### src/verilog/pbusPkg.sv
`default_nettype none

package pbusPkg;

	// Slot counter
	localparam int slotWidth = 4;                  // Bits in the slot counter
	localparam int slotCount = 1 << slotWidth;     // 16 mclk per P cycle

	// Bus and ROM address widths
	localparam int pbusWidth     = 24;             // Full P bus
	localparam int sRomAddrWidth = 16;             // Fix ROM address
	localparam int cRomAddrWidth = 24;             // Sprite ROM address

	// FT, fix ROM address
	localparam logic [slotWidth-1:0] slotFixAddrFirst = 4'd0;
	localparam logic [slotWidth-1:0] slotFixAddrLast  = 4'd1;   // Fix latch strobe slot

	// X, sprite X position
	localparam logic [slotWidth-1:0] slotXPosFirst = 4'd2;
	localparam logic [slotWidth-1:0] slotXPosLast  = 4'd6;

	// FP, fix palette
	localparam logic [slotWidth-1:0] slotFixPal = 4'd7;

	// ST, sprite ROM address
	localparam logic [slotWidth-1:0] slotSprAddrFirst = 4'd8;
	localparam logic [slotWidth-1:0] slotSprAddrLast  = 4'd9;   // Sprite latch strobe slot

	// LO, line-zero ROM address, also the nVCS window
	localparam logic [slotWidth-1:0] slotL0First = 4'd10;
	localparam logic [slotWidth-1:0] slotL0Last  = 4'd14;

	// SP, sprite palette
	localparam logic [slotWidth-1:0] slotSprPal = 4'd15;

	// L0 data taken at the edge closing this slot
	localparam logic [slotWidth-1:0] slotL0Capture = 4'd14;

	// Latch payloads
	typedef logic [sRomAddrWidth-1:0] fixAddr_t;   // Board fix address latch
	typedef logic [cRomAddrWidth-1:0] sprAddr_t;   // Board sprite address latch

endpackage

`default_nettype wire

### src/verilog/pbusLatch.sv
`timescale 1ns/10ps
`default_nettype none

module pbusLatch
#(
	parameter type payload_t = pbusPkg::fixAddr_t      // Latch width follows payload
)
(
	input  logic                           CLK_24M,
	input  logic                           nRESET,
	input  logic                           strobe,     // One slot wide
	input  logic [pbusPkg::pbusWidth-1:0]  PBUS,
	output payload_t                       q
);

	localparam int payloadWidth = $bits(payload_t);    // Low bus bits used

	// Capture at the edge closing the strobe slot
	always_ff @(posedge CLK_24M)
	begin
		if (!nRESET)
			q <= '0;
		else if (strobe)
			q <= payload_t'(PBUS[payloadWidth-1:0]);
	end

endmodule

`default_nettype wire

### src/verilog/fixAddrGen.sv
`timescale 1ns/10ps
`default_nettype none

module fixAddrGen
(
	input  logic               CLK_24M,
	input  logic               nRESET,
	input  logic               cycleEnd,      // Slot 15 of the P cycle

	input  logic [10:0]        fixTile,       // Tile number from fix map
	input  logic [2:0]         fixLine,       // Line within tile
	input  logic [3:0]         fixPalIn,      // Palette from fix map

	output pbusPkg::fixAddr_t  sRomAddr,
	output logic [3:0]         fixPal,
	output logic               S2H1
);

	logic [1:0]  pairIdx;     // Pixel pair within the tile row
	logic [10:0] tileReg;     // Sampled tile
	logic [3:0]  palReg;      // Sampled palette
	logic        sampled;     // Set once a tile has been taken

	logic        takeTile;    // Sample at this cycle end

	// New tile on the 3 to 0 wrap, or the first cycle out of reset
	assign takeTile = cycleEnd && ((pairIdx == 2'd3) || !sampled);

	// Pair index, one step per P cycle
	always_ff @(posedge CLK_24M)
	begin
		if (!nRESET)
		begin
			pairIdx <= '0;
			sampled <= 1'b0;
		end
		else if (cycleEnd)
		begin
			pairIdx <= pairIdx + 1'b1;
			sampled <= 1'b1;
		end
	end

	// Tile and palette hold for four cycles
	always_ff @(posedge CLK_24M)
	begin
		if (!nRESET)
		begin
			tileReg <= '0;
			palReg  <= '0;
		end
		else if (takeTile)
		begin
			tileReg <= fixTile;
			palReg  <= fixPalIn;
		end
	end

	// Tile, pair, line from MSB down
	assign sRomAddr = {tileReg, pairIdx, fixLine};
	assign fixPal   = palReg;
	assign S2H1     = pairIdx[0];       // Half select for the pixel pair

endmodule

`default_nettype wire

### src/verilog/pCycle.sv
`timescale 1ns/10ps
`default_nettype none

module pCycle
(
	input  logic                                CLK_24M,
	input  logic                                nRESET,

	input  pbusPkg::fixAddr_t                   sRomAddr,       // From fix generator
	input  logic [3:0]                          fixPal,
	input  pbusPkg::sprAddr_t                   cRomAddr,
	input  logic [7:0]                          sprPal,
	input  logic [7:0]                          sprXPos,
	input  logic [15:0]                         l0RomAddr,
	input  logic [7:0]                          l0RomData,

	output logic [pbusPkg::pbusWidth-1:0]       PBUS,
	output logic                                pbusUpperEn,    // Low = upper byte released
	output logic                                S1H1,
	output logic                                nVCS,
	output logic [7:0]                          l0Data,

	output logic                                fixLatchStrobe,
	output logic                                sprLatchStrobe,
	output logic                                cycleEnd
);

	logic [pbusPkg::slotWidth-1:0] slot;    // Current time slot

	logic inFixAddr;                        // FT
	logic inXPos;                           // X
	logic inFixPal;                         // FP
	logic inSprAddr;                        // ST
	logic inL0;                             // LO
	logic inSprPal;                         // SP

	// Free-running slot counter
	always_ff @(posedge CLK_24M)
	begin
		if (!nRESET)
			slot <= '0;
		else
			slot <= slot + 1'b1;                // Wraps every 16
	end

	// Slot range decode
	always_comb
	begin
		inFixAddr = (slot >= pbusPkg::slotFixAddrFirst) && (slot <= pbusPkg::slotFixAddrLast);
		inXPos    = (slot >= pbusPkg::slotXPosFirst) && (slot <= pbusPkg::slotXPosLast);
		inFixPal  = (slot == pbusPkg::slotFixPal);
		inSprAddr = (slot >= pbusPkg::slotSprAddrFirst) && (slot <= pbusPkg::slotSprAddrLast);
		inL0      = (slot >= pbusPkg::slotL0First) && (slot <= pbusPkg::slotL0Last);
		inSprPal  = (slot == pbusPkg::slotSprPal);
	end

	// P bus mux, upper byte zero when released
	always_comb
	begin
		PBUS = '0;                               // Covers no decoded slot
		if (inFixAddr)
			PBUS = {8'h00, sRomAddr};
		else if (inXPos)
			PBUS = {8'h00, sprXPos, 8'h00};
		else if (inFixPal)
			PBUS = {4'h0, fixPal, 16'h0000};     // Palette on bits 19:16
		else if (inSprAddr)
			PBUS = cRomAddr;
		else if (inL0)
			PBUS = {8'h00, l0RomAddr};
		else if (inSprPal)
			PBUS = {sprPal, 16'h0000};
	end

	// Upper byte only driven in FP, ST and SP
	assign pbusUpperEn = ~(inFixAddr | inXPos | inL0);

	// Pixel pair latch, second half of the cycle
	assign S1H1 = slot[pbusPkg::slotWidth-1];

	// L0 ROM select spans the LO slots
	assign nVCS = ~inL0;

	// Board latch strobes, one slot each
	assign fixLatchStrobe = (slot == pbusPkg::slotFixAddrLast);
	assign sprLatchStrobe = (slot == pbusPkg::slotSprAddrLast);

	// Last slot of the cycle, steps the fix generator
	assign cycleEnd = (slot == pbusPkg::slotWidth'(pbusPkg::slotCount - 1));

	// Line-zero data, taken as nVCS closes
	always_ff @(posedge CLK_24M)
	begin
		if (!nRESET)
			l0Data <= '0;
		else if (slot == pbusPkg::slotL0Capture)
			l0Data <= l0RomData;                 // Held until next capture
	end

endmodule

`default_nettype wire

### src/verilog/videoPbus.sv
`timescale 1ns/10ps
`default_nettype none

module videoPbus
(
	input  logic                           CLK_24M,
	input  logic                           nRESET,

	input  logic [10:0]                    fixTile,
	input  logic [2:0]                     fixLine,
	input  logic [3:0]                     fixPalIn,

	input  pbusPkg::sprAddr_t              cRomAddr,
	input  logic [7:0]                     sprPal,
	input  logic [7:0]                     sprXPos,

	input  logic [15:0]                    l0RomAddr,
	input  logic [7:0]                     l0RomData,

	output logic [pbusPkg::pbusWidth-1:0]  PBUS,
	output logic                           pbusUpperEn,
	output logic                           S1H1,
	output logic                           S2H1,
	output logic                           nVCS,
	output logic [7:0]                     l0Data,

	output pbusPkg::fixAddr_t              fixRomAddr,   // Board fix latch
	output pbusPkg::sprAddr_t              sprRomAddr    // Board sprite latch
);

	pbusPkg::fixAddr_t sRomAddr;      // Generated fix address
	logic [3:0]        fixPal;        // Sampled fix palette
	logic              fixLatchStrobe;
	logic              sprLatchStrobe;
	logic              cycleEnd;

	fixAddrGen fixAddrGen (
		.CLK_24M   (CLK_24M),
		.nRESET    (nRESET),
		.cycleEnd  (cycleEnd),
		.fixTile   (fixTile),
		.fixLine   (fixLine),
		.fixPalIn  (fixPalIn),
		.sRomAddr  (sRomAddr),
		.fixPal    (fixPal),
		.S2H1      (S2H1)
	);

	pCycle pCycle (
		.CLK_24M        (CLK_24M),
		.nRESET         (nRESET),
		.sRomAddr       (sRomAddr),
		.fixPal         (fixPal),
		.cRomAddr       (cRomAddr),
		.sprPal         (sprPal),
		.sprXPos        (sprXPos),
		.l0RomAddr      (l0RomAddr),
		.l0RomData      (l0RomData),
		.PBUS           (PBUS),
		.pbusUpperEn    (pbusUpperEn),
		.S1H1           (S1H1),
		.nVCS           (nVCS),
		.l0Data         (l0Data),
		.fixLatchStrobe (fixLatchStrobe),
		.sprLatchStrobe (sprLatchStrobe),
		.cycleEnd       (cycleEnd)
	);

	// Fix ROM address, low 16 bits in slot 1
	pbusLatch #(.payload_t(pbusPkg::fixAddr_t)) fixLatch (
		.CLK_24M (CLK_24M),
		.nRESET  (nRESET),
		.strobe  (fixLatchStrobe),
		.PBUS    (PBUS),
		.q       (fixRomAddr)
	);

	// Sprite ROM address, full bus in slot 9
	pbusLatch #(.payload_t(pbusPkg::sprAddr_t)) sprLatch (
		.CLK_24M (CLK_24M),
		.nRESET  (nRESET),
		.strobe  (sprLatchStrobe),
		.PBUS    (PBUS),
		.q       (sprRomAddr)
	);

endmodule

`default_nettype wire

### config.mk
export PLATFORM = sky130hd
export DESIGN_NAME = videoPbus
export DESIGN_NICKNAME = d
export VERILOG_FILES = /design/src/verilog/pbusPkg.sv /design/src/verilog/pbusLatch.sv /design/src/verilog/fixAddrGen.sv /design/src/verilog/pCycle.sv /design/src/verilog/videoPbus.sv
export SDC_FILE = /design/constraint.sdc
export NUM_CORES = 1
export LEC_CHECK = 0
export BUFFER_PORTS_ARGS = -buffer_cell sky130_fd_sc_hd__buf_2
export CORE_MARGIN = 4
export CORE_UTILIZATION = 42
export CTS_BUF_LIST = sky130_fd_sc_hd__clkbuf_16
export DETAILED_ROUTE_END_ITERATION = 6
export HOLD_SLACK_MARGIN = 0.08
export PLACE_DENSITY = 0.87
export SYNTH_ARGS = -nofsm -noshare
export SYNTH_HDL_FRONTEND = slang
export SYNTH_SLANG_ARGS = --single-unit
### constraint.sdc
create_clock -name CLK_24M -period 1.8 [get_ports CLK_24M]
set_clock_uncertainty 0.15 [all_clocks]
set_input_delay 0.36 -clock CLK_24M [delete_from_list [all_inputs] [get_ports CLK_24M]]
set_output_delay 0.36 -clock CLK_24M [all_outputs]
set_load 0.01 [all_outputs]
==> results of run 1 <==
[critical path: cells and delay by family, from the launching register on]
kind,cells,cell delay [ns]
AOI/OAI and AO/OA,1,0.18
adders and majority gates,1,0.17
buffers and inverters,4,0.51
DFF,1,0.37
and+or+nand+nor,2,0.33
[cell usage after synthesis, types with 4 or more instances]
cell type,number
nand3_1,13
a21boi_1,29
a221oi_1,8
mux2i_1,29
ha_1,5
nand2_1,62
nor3_1,12
nand2b_1,4
buf_2,11
clkbuf_1,10
and2_1,5
nor2b_1,29
a22o_1,5
a22oi_1,8
o21ai_0,11
o21ba_1,4
buf_4,4
nor2_1,10
inv_1,4
a32oi_1,5
o21ai_1,5
dfxtp_1,70
[layer usage]
metal  vias to the layer above  routed length (um)  track usage, %
met5                         -                   0               0
met4                         0                 311           10.22
met3                        26                 897           7.286
met2                       164                6223           41.43
met1                      1713                4700           26.44
li1                       1724                   -               -
[report_power, final]
part,switching (mW),internal (mW)
Sequential,0.0168,1.56
Clock,0.694,1.36
Combinational,0.318,0.298
Total,1.03,3.22
[path summary, 6_finish.rpt]
kind              cells after the start                             to  slack [ns]                        start
setup reg to reg                     11    sprLatch.q[16]$_SDFFE_PN0P_       -0.25    pCycle.slot[1]$_SDFF_PN0_
hold reg to reg                       2    fixLatch.q[12]$_SDFFE_PN0P_        0.30  fixLatch.q[12]$_SDFFE_PN0P_
hold / removal                        3  pCycle.l0Data[6]$_SDFFE_PN0N_        0.14                 l0RomData[6]
setup / recovery                      8                       PBUS[20]       -0.59    pCycle.slot[1]$_SDFF_PN0_
[layout by cell type, fill, tap and decap left out, drive strengths merged, types with 8 or more instances in the layout]
master,Yosys,final
a21boi,30,30
a22oi,8,8
nor2,12,12
mux2i,29,29
buf,18,219
clkbuf,10,9
o21ai,16,16
nor2b,29,29
nor3,12,12
nand3,15,15
nand2,62,62
dfxtp,70,70
a221oi,8,8
[sequential cells by signal (all words and copies together) (netlist names)]
name,flops
fixAddrGen.pairIdx,2
fixAddrGen.tileReg,11
fixAddrGen.sampled,1
pCycle.l0Data,8
pCycle.slot,4
sprLatch.q,24
fixAddrGen.fixPal,4
fixLatch.q,16
[logic make-up after synthesis]
| family | after synthesis | synth area share, % |
|---|---|---|
| AOI/OAI and AO/OA | 87 | 19.22 |
| xor gates and xnor gates | 3 | 0.7762 |
| adders and majority gates | 5 | 1.848 |
| buffers and inverters | 32 | 5.321 |
| DFF | 70 | 41.39 |
| muxes | 29 | 8.574 |
| and+or+nand+nor | 149 | 22.88 |
[through the flow]
stage | std cells | power, mW | hold WS (ns) | util (%)
floorplan | 375 | 1.895 | 0.2887 | -
global placement | 651 | 2.155 | 0.2894 | 60.08
detailed placement | 651 | 2.169 | 0.2962 | 60.08
CTS | 676 | 4.224 | 0.1349 | 67.64
global route | 686 | 4.393 | 0.1334 | 69.49
finish | 686 | 4.248 | 0.1391 | 69.49
[area by class of cell]
class	count	area, um^2
diodes	2	5.005
clock buffers	9	225.2
clock inverters	7	121.4
fillers	600	2370
inverters	4	20.02
multi-input cells	273	2107
flip-flops and latches	70	1410
well taps	102	127.6
repair buffers	219	1381
[timing repair]
item / in CTS / in global routing
pin swaps: 25 / 13
gates cloned: 1 / 0
resized for setup: 31 / 17
setup buffers: 11 / 13
setup endpoints to repair: 44 / 65
==> flow_summary.toml, run 1 <==
[worst_setup_path]
req_time_crit_path_ns = 1.29
timing.critical_path.cells = "inv_4, ha_4, nor2_4, nor3b_4, buf_4, buf_6, a22o_1, buf_2"
critPathCaptureType = "output port"
critPathKind = "reg2out"
critPathArrivalTime_ns = 1.88
slowest_stage = "dfxtp_4"
start_kind = "register"
worstPathMaxFanout = 5
slowest_delay_ns = 0.37

[timing]
max_clock_freq_mhz = 419.0
relative_slew_slack_pct = 67.34
setup_repair_after_global_routing_missed_its_margin = "yes"
finalCritPeriodShare_pct = 132.6
timing_hold_violations_final = 0
final-max-slew-violation-count = 0
tns_ns = -15.24
timing.final.setup_violations = 46
finalCriticalPeriod_ns = 2.386
setup_ws_ns = -0.5864
timing_worst_slew_pin_value_ns = 0.4872

[pwr]
worst_ir_drop_vdd_v = 0.0005553
power.leakage_nw = 2.518
power.density_cell_area_nw_per_um2 = 787.1

[grt]
grt_max_degree = 32
via_count_of_the_first_global_routing_pass = 3747
grt_antenna_before_repair = 2
grt_overflow_total = 0
grt_first_pass_wirelength_um = 18330
combined_global_route_utilization_of_all_metal_layers_pct = 23.64

[status]
violations = "negative setup slack"
outcome = "complete, but fails checks"

[floorplan]
placementRows = 32
chipWidth_um = 97.79
initial_cell_density_of_the_core_pct = 43.59
floorplan.die_area_um2 = 9562
core_region_area_um2 = 7767
floorplan.die.height_um = 97.79
pin_count = 160

[cells_and_area]
final_net_count = 666
drive_above_1_share_pct = 49.66
final_design_area_no_fill_um2 = 5398
area.growth.synth_to_final_pct = 59.42

[logic_synthesis]
post-synth-top-area-fraction_pct = 41.39
post_synth_num_cell_types = 44
yosys_warnings = 0
synthCells = 375
synth-edff-count = 0
syn_area_um2 = 3386
postSynthRegisterBits = 70
async_reset_ff_share_pct = 0
netlist_top_cells_area = "dfxtp_1 41%, mux2i_1 8.6%, nand2_1 6.9%"
yosysSeqAreaShare_pct = 41.39
postSynthAreaPerCell_um2 = 9.029
synth.largest_area_cell = "dfxtp_1"
synth_fp_nets = 464
ys_dominant_reg_cell = "dfxtp_1"

[flow_run]
max_capacitance_violation_count = 0

[drt]
routed_via_density = 5.287
detailedRoute.firstIterationViolations = 129
route.antenna.remaining_nets = 0
drt_wl_total_um = 12130
drc = 0
tritonroute_pass_1_iters = 4
drt-wirelength-per-cell_um = 17.69
route.vias.total = 3627

[cts]
root_buffer = "clkbuf_16"
clock_tree.buffer_depth = 2
clk_latency_ns = 0.33
cts_max_level = 3
cts.hold.buffers_added = 0
number_of_cts_inserted_buffers = 9
cts_sinks = 70
cts_tree = "built"
clkTransAtPathRegs_ns = 0.05

[place]
placement.setup.worst_slack_ns = -0.2550
place.detailed.hpwl_um = 8631
globalplace.congestion = 0.9562
placement.cell_area_um2 = 4667
io_buffer_count = 159

[hold_path]
worst_min_delay_path_category = "in2reg"
Note: power is estimated with default switching activity, not from simulation.
==> run 2, diff against run 1 <==
--- a/config.mk
+++ b/config.mk
@@ -5,6 +5,7 @@
 export SDC_FILE = /design/constraint.sdc
 export NUM_CORES = 1
 export LEC_CHECK = 0
+export ABC_AREA = 1
 export BUFFER_PORTS_ARGS = -buffer_cell sky130_fd_sc_hd__buf_2
 export CORE_MARGIN = 4
 export CORE_UTILIZATION = 42
==> flow_summary.toml, run 2 <==
[cts]
number_of_cts_inserted_buffers = 9
cts_tree = "built"
clkTransAtPathRegs_ns = 0.05
root_buffer = "clkbuf_16"
clk_latency_ns = 0.33
cts_sinks = 70
clock_tree.buffer_depth = 2
cts_max_level = 3

[drt]
tritonroute_pass_1_iters = 5
drt-wirelength-per-cell_um = 20.21
routed_via_density = 5.494
detailedRoute.firstIterationViolations = 267
drt_wl_total_um = 17020
route.vias.total = 4626
route.antenna.remaining_nets = 0
drc = 0

[cells_and_area]
final_net_count = 827
final_cell_mix = "138 x buf_2, 74 x nor2_1, 67 x dfxtp_1"
drive_above_1_share_pct = 57.43
final_util_pct = 81.81
largest_register_ff_count = 24
layout_commonest_cell = "buf_2"
top_register_by_number_of_flip_flops = "sprLatch.q"
area.growth.synth_to_final_pct = 86.79
reg.largest.list = "sprLatch.q: 24 flops, fixLatch.q: 16 flops, fixAddrGen.tileReg: 11 flops"
instances_no_fill = 842
num-fill-cells = 429
n_antenna_cell = 0
final_design_area_no_fill_um2 = 6387

[logic_synthesis]
post_synth_num_cell_types = 26
synthCells = 498
synth-edff-count = 0
yosys_warnings = 0
syn_area_um2 = 3420
yosysSeqAreaShare_pct = 40.98
postSynthAreaPerCell_um2 = 6.867
synth_fp_nets = 587
ys_dominant_reg_cell = "dfxtp_1"
async_reset_ff_share_pct = 0
netlist_top_cells_count = "95 x nand2_1, 84 x nor2_1, 70 x dfxtp_1"
synth.largest_area_cell = "dfxtp_1"
postSynthRegisterBits = 70
synth_most_common_cell = "nand2_1"
post-synth-top-area-fraction_pct = 40.98
netlist_top_cells_area = "dfxtp_1 41%, nand2_1 10%, nor2_1 9.2%"

[pwr]
sw_frac_of_total_pct = 29.65
power.leakage_nw = 3.346
p_comb_share_pct = 23.7
reg_power_share_pct = 39.3
power_after_layout_mw = 4.145
clock_power_share_pct = 37.1
p_int_mw = 2.916
worst_ir_drop_vdd_v = 0.0004999
power.switching_mw = 1.229
power.density_cell_area_nw_per_um2 = 649.0

[worst_setup_path]
req_time_crit_path_ns = 1.29
start_kind = "register"
crit_family = "simple AND/OR/NAND/NOR gates"
timing.critical_path.cells = "inv_4, buf_6, ha_4, inv_2, nand3_4, nand2_4, buf_6, nor2_2, nor2_1, nand2_1, nand2_2, inv_2, buf_6"
critPathArrivalTime_ns = 1.99
critical_path.n_buffers_inverters = 6
critPathKind = "reg2out"
worstPathMaxFanout = 5
slowest_stage = "dfxtp_4"
critPathCaptureType = "output port"
critical_path.most_common_cell = "buf_6"
slowest_delay_ns = 0.38

[floorplan]
chipWidth_um = 98.23
floorplan.die.height_um = 98.23
floorplan.die_area_um2 = 9649
core_region_area_um2 = 7807
pin_count = 160
initial_cell_density_of_the_core_pct = 43.80
placementRows = 32

[timing]
timing_worst_slew_pin_value_ns = 0.5011
final-max-slew-violation-count = 0
setup_ws_ns = -0.7008
timing_hold_violations_final = 0
relative_slew_slack_pct = 66.56
max_clock_freq_mhz = 399.9
timing.final.setup_violations = 81
finalCriticalPeriod_ns = 2.501
setup_repair_after_global_routing_missed_its_margin = "yes"
finalCritPeriodShare_pct = 138.9

[place]
placement.cell_area_um2 = 4682
io_buffer_count = 159
globalplace.congestion = 0.8641
dpl.cell_count = 785
place.detailed.hpwl_um = 8765

[status]
violations = "negative setup slack"
outcome = "complete, but fails checks"

[grt]
grt_overflow_total = 0
combined_global_route_utilization_of_all_metal_layers_pct = 28.91
grt_antenna_before_repair = 1
grt_first_pass_wirelength_um = 22250
via_count_of_the_first_global_routing_pass = 4544
grt_max_degree = 35

[flow_run]
max_capacitance_violation_count = 0

[hold_path]
worst_min_delay_path_category = "in2reg"
[run 2: changes by cell type in the layout (fill, tap and decap cells not counted), moves of 20 or more]
cell      change
nor2_1       +66
buf_6        +53
inv_1        +46
a21boi_1     -29
mux2i_1      -29
nor2b_1      -29
nand2_2      +28
nand2_4      +23
o21ai_2      +23
buf_2        -20
[run 2: metal layers]
layer  part of all wire (%)  routed length, um  GRT usage (%)  vias up
met5                  0.076                 13              0        -
met4                    7.2               1228          16.81        2
met3                    9.4               1605          6.571      112
met2                     50               8423          50.73      339
met1                     34               5744          31.89     2128
li1                       -                  -              -     2045
[run 2: area by class of cell]
| cell class | instances | area (um^2) | area share [%] |
|---|---|---|---|
| clock buffer | 9 | 225.2 | 3.526 |
| clock inverter | 4 | 18.77 | 0.2938 |
| inverter | 66 | 289.0 | 4.525 |
| multi-input combinational | 338 | 2338 | 36.61 |
| sequential | 70 | 1413 | 22.12 |
| tap | 102 | 127.6 | 1.998 |
| timing repair buffer | 253 | 1976 | 30.93 |
[run 2: cell families after synthesis]
kind of cell / Yosys count / synth area share, %
flops: 70 / 40.98
fa+ha+maj: 5 / 1.829
simple gates: 237 / 30.22
xor+xnor: 1 / 0.2562
compound gates: 95 / 15.33
buf+inv: 90 / 11.38
[run 2: through the flow]
stage	hold slack, ns	setup slack (ns)	setup TNS, ns
2_1_floorplan	0.2866	-0.02596	-0.02596
3_3_place_gp	0.2949	-0.1836	-3.460
3_5_place_dp	0.3025	-0.2788	-7.183
4_1_cts	0.1176	-0.5226	-14.49
5_1_grt	0.1202	-0.7305	-27.71
6_report	0.1152	-0.7008	-24.68
[run 2: timing repair]
item,in CTS,in global routing
setup buffers,41,27
endpoints found under the setup margin,64,80
hold buffers,0,0
gates resized for setup,139,149
pin swaps,30,27
cloned,2,3
[run 2: worst reg2reg max path, cell delays in order (launching register included)]
cell      delay, ns
dfxtp_4        0.37
buf_12         0.13
ha_4           0.15
inv_4          0.06
nand2_4        0.09
nand2_8        0.12
buf_6          0.13
clkinv_8       0.07
buf_16         0.16
nand2_4        0.07
nand3_4        0.08
buf_6          0.12
buf_6          0.10
buf_6          0.11
o21bai_1       0.15
inv_1          0.05
[run 2: worst paths after layout]
kind / cells past startpoint / slack [ns] / to / from
max: 13 / -0.70 / PBUS[14] / pCycle.slot[0]$_SDFF_PN0_
min: 3 / 0.12 / fixAddrGen.tileReg[2]$_SDFFE_PN0P_ / fixTile[2]
max reg2reg: 15 / -0.43 / sprLatch.q[5]$_SDFFE_PN0P_ / pCycle.slot[0]$_SDFF_PN0_
min reg2reg: 2 / 0.31 / pCycle.l0Data[3]$_SDFFE_PN0N_ / pCycle.l0Data[3]$_SDFFE_PN0N_
[run 2: power by group through the flow]
| stage | logic (mW) | registers [mW] | clock network (mW) |
|---|---|---|---|
| 2_1_floorplan | 0.306 | 1.67 | 0 |
| 3_3_place_gp | 0.624 | 1.65 | 0 |
| 3_5_place_dp | 0.640 | 1.65 | 0 |
| 4_1_cts | 0.763 | 1.62 | 1.50 |
| 5_1_grt | 1.03 | 1.63 | 1.60 |
| 6_report | 0.981 | 1.63 | 1.54 |
==> run 3, diff against run 2 <==
--- a/config.mk
+++ b/config.mk
@@ -6,13 +6,13 @@
 export NUM_CORES = 1
 export LEC_CHECK = 0
 export ABC_AREA = 1
-export BUFFER_PORTS_ARGS = -buffer_cell sky130_fd_sc_hd__buf_2
 export CORE_MARGIN = 4
-export CORE_UTILIZATION = 42
+export CORE_UTILIZATION = 57
 export CTS_BUF_LIST = sky130_fd_sc_hd__clkbuf_16
 export DETAILED_ROUTE_END_ITERATION = 6
+export DONT_BUFFER_PORTS = 1
 export HOLD_SLACK_MARGIN = 0.08
-export PLACE_DENSITY = 0.87
+export PLACE_DENSITY = 0.86
 export SYNTH_ARGS = -nofsm -noshare
 export SYNTH_HDL_FRONTEND = slang
 export SYNTH_SLANG_ARGS = --single-unit
==> flow_summary.toml, run 3 (synthesis gave the netlist of run 2 again) <==
[cts]
clock_tree.buffer_depth = 2
number_of_cts_inserted_buffers = 9
clk_latency_ns = 0.33
cts_sinks = 70
cts_tree = "built"
clkTransAtPathRegs_ns = 0.06
cts_max_level = 3
root_buffer = "clkbuf_16"

[worst_setup_path]
number_of_cells_traversed_by_the_worst_register_to_register_path = 17
critPathCaptureType = "output port"
regToRegSetupSlack_ns = -0.45
slowest_stage = "dfxtp_4"
slowest_delay_ns = 0.36
start_kind = "register"
critPathArrivalTime_ns = 1.84
critPathKind = "reg2out"
regToRegStartpoint = "pCycle.slot[1]$_SDFF_PN0_"
worstReg2RegEnd = "sprLatch.q[13]$_SDFFE_PN0P_"
req_time_crit_path_ns = 1.29
timing.critical_path.cells = "buf_4, nor2_1, nor2_2, buf_4, nand2_8, nor2_1, nor2_1, nand2_1, nand2_2, inv_2"
worstPathMaxFanout = 7
critical_path.most_common_cell = "nor2_1"

[pwr]
p_int_mw = 2.805
power.density_cell_area_nw_per_um2 = 762.6
power.switching_mw = 1.198
p_comb_share_pct = 19.8
reg_power_share_pct = 41.3
clock_power_share_pct = 38.9
power.leakage_nw = 2.459
worst_ir_drop_vdd_v = 0.0007136
sw_frac_of_total_pct = 29.93

[drt]
drt-met1-wl_um = 4961
route.antenna.remaining_nets = 0
dr_wl_met3_um = 1958
tritonroute_pass_1_iters = 6
drt-wirelength-per-cell_um = 23.48
detailedRoute.firstIterationViolations = 353
route.top_layer_used = "met4"
detailed_routed_wire_length_on_met2_um = 7585
routed_via_density = 6.344
drc = 0
drt_wl_total_um = 15310
route.vias.total = 4136

[hold_path]
min_delay_worst_endpoint = "sprLatch.q[14]$_SDFFE_PN0P_"
worst_hold_path.num_cells = 2
worst_min_delay_path_category = "in2reg"
hold_path.startpoint = "nRESET"

[cells_and_area]
largest_register_ff_count = 24
area.growth.synth_to_final_pct = 53.49
drive_above_1_share_pct = 38.97
layout_commonest_cell = "nor2_1"
num-fill-cells = 205
seq_area_um2 = 1410
n_antenna_cell = 0
final_design_area_no_fill_um2 = 5249
final_net_count = 666
reg.largest.list = "sprLatch.q: 24 flops, fixLatch.q: 16 flops, fixAddrGen.tileReg: 11 flops"
final_cell_mix = "78 x nor2_1, 67 x dfxtp_1, 46 x inv_1, 46 x buf_4, 45 x nand2_1"
multi_input_area_um2 = 2328
top_register_by_number_of_flip_flops = "sprLatch.q"

[floorplan]
floorplan.die_area_um2 = 7303
floorplan.die.height_um = 85.46
chipWidth_um = 85.46
pin_count = 160
initial_cell_density_of_the_core_pct = 60.25
core_region_area_um2 = 5675
placementRows = 27

[place]
io_buffer_count = 0
placement.setup.worst_slack_ns = -0.1457
placement.cell_area_um2 = 3829
globalplace.congestion = 0.8619
place.detailed.hpwl_um = 7524

[timing]
setup_repair_after_global_routing_missed_its_margin = "yes"
timing_worst_slew_pin_value_ns = 1.256
final.hold.worst_slack_ns = 0.07231
relative_slew_slack_pct = 16.16
setup_ws_ns = -0.5540
final-max-slew-violation-count = 0
finalCriticalPeriod_ns = 2.354
timing_hold_violations_final = 0
tns_ns = -15.23
finalCritPeriodShare_pct = 130.8
timing.final.setup_violations = 66
max_clock_freq_mhz = 424.8

[grt]
grt_max_degree = 33
grt_overflow_total = 0
via_count_of_the_first_global_routing_pass = 3852
combined_global_route_utilization_of_all_metal_layers_pct = 31.68
grt_first_pass_wirelength_um = 18390
grt_antenna_before_repair = 0

[flow_run]
max_capacitance_violation_count = 0

[status]
violations = "negative setup slack"
outcome = "complete, but fails checks"
run 3: stage by stage:
stage                     cells  power [mW]  utilization (%)
after CTS                   646       3.746            83.69
final                       652       4.003            92.48
after floorplan             498       1.976                -
after global routing        652       4.091            92.48
after global placement      590       2.121            67.46
after detailed placement    590       2.137            67.46
run 3: worst max-delay path by stage:
stage / slack (ns) / start / end / depth (start not counted)
3_5_place_dp: -0.15 / pCycle.slot[1]$_SDFF_PN0_ / fixLatch.q[7]$_SDFFE_PN0P_ / 10
3_3_place_gp: -0.07 / pCycle.slot[1]$_SDFF_PN0_ / fixLatch.q[7]$_SDFFE_PN0P_ / 10
6_report: -0.55 / pCycle.slot[1]$_SDFF_PN0_ / PBUS[11] / 10
5_1_grt: -0.59 / pCycle.slot[1]$_SDFF_PN0_ / PBUS[12] / 10
2_1_floorplan: -0.03 / pCycle.slot[0]$_SDFF_PN0_ / PBUS[10] / 12
4_1_cts: -0.36 / pCycle.slot[0]$_SDFF_PN0_ / PBUS[14] / 12
run 3: area by class of cell:
type / instances / share of cell area [%]
Timing Repair Buffer: 90 / 16.90
Tap cell: 72 / 1.716
Clock inverter: 5 / 0.4052
Sequential cell: 70 / 26.87
Timing Repair inverter: 1 / 0.07151
Clock buffer: 9 / 4.291
Inverter: 66 / 5.387
Multi-Input combinational cell: 339 / 44.36
run 3: worst max-delay path: cells and delay by family (launching register included):
family        cells  cell delay, ns
simple gates      7            0.77
buf+inv           3            0.37
flops             1            0.36
run 3: metal layers:
layer	vias up	track usage (%)
li1	1735	-
met1	1896	35.28
met2	414	55.86
met3	91	8.447
met4	0	14.68
met5	-	0
run 3: timing repair:
action	4_1_cts	5_1_grt
hold buffers	24	0
pin swaps	27	25
buffers inserted	16	7
setup endpoints to repair	69	79
gates cloned	2	0
endpoints found under the hold margin	40	0
resized for setup	88	131
run 3: power by group through the flow:
stage	clock (mW)	sequential [mW]	combinational, mW
2_1_floorplan	0	1.67	0.306
3_3_place_gp	0	1.67	0.447
3_5_place_dp	0	1.67	0.462
4_1_cts	1.50	1.64	0.597
5_1_grt	1.61	1.65	0.828
6_report	1.56	1.65	0.794
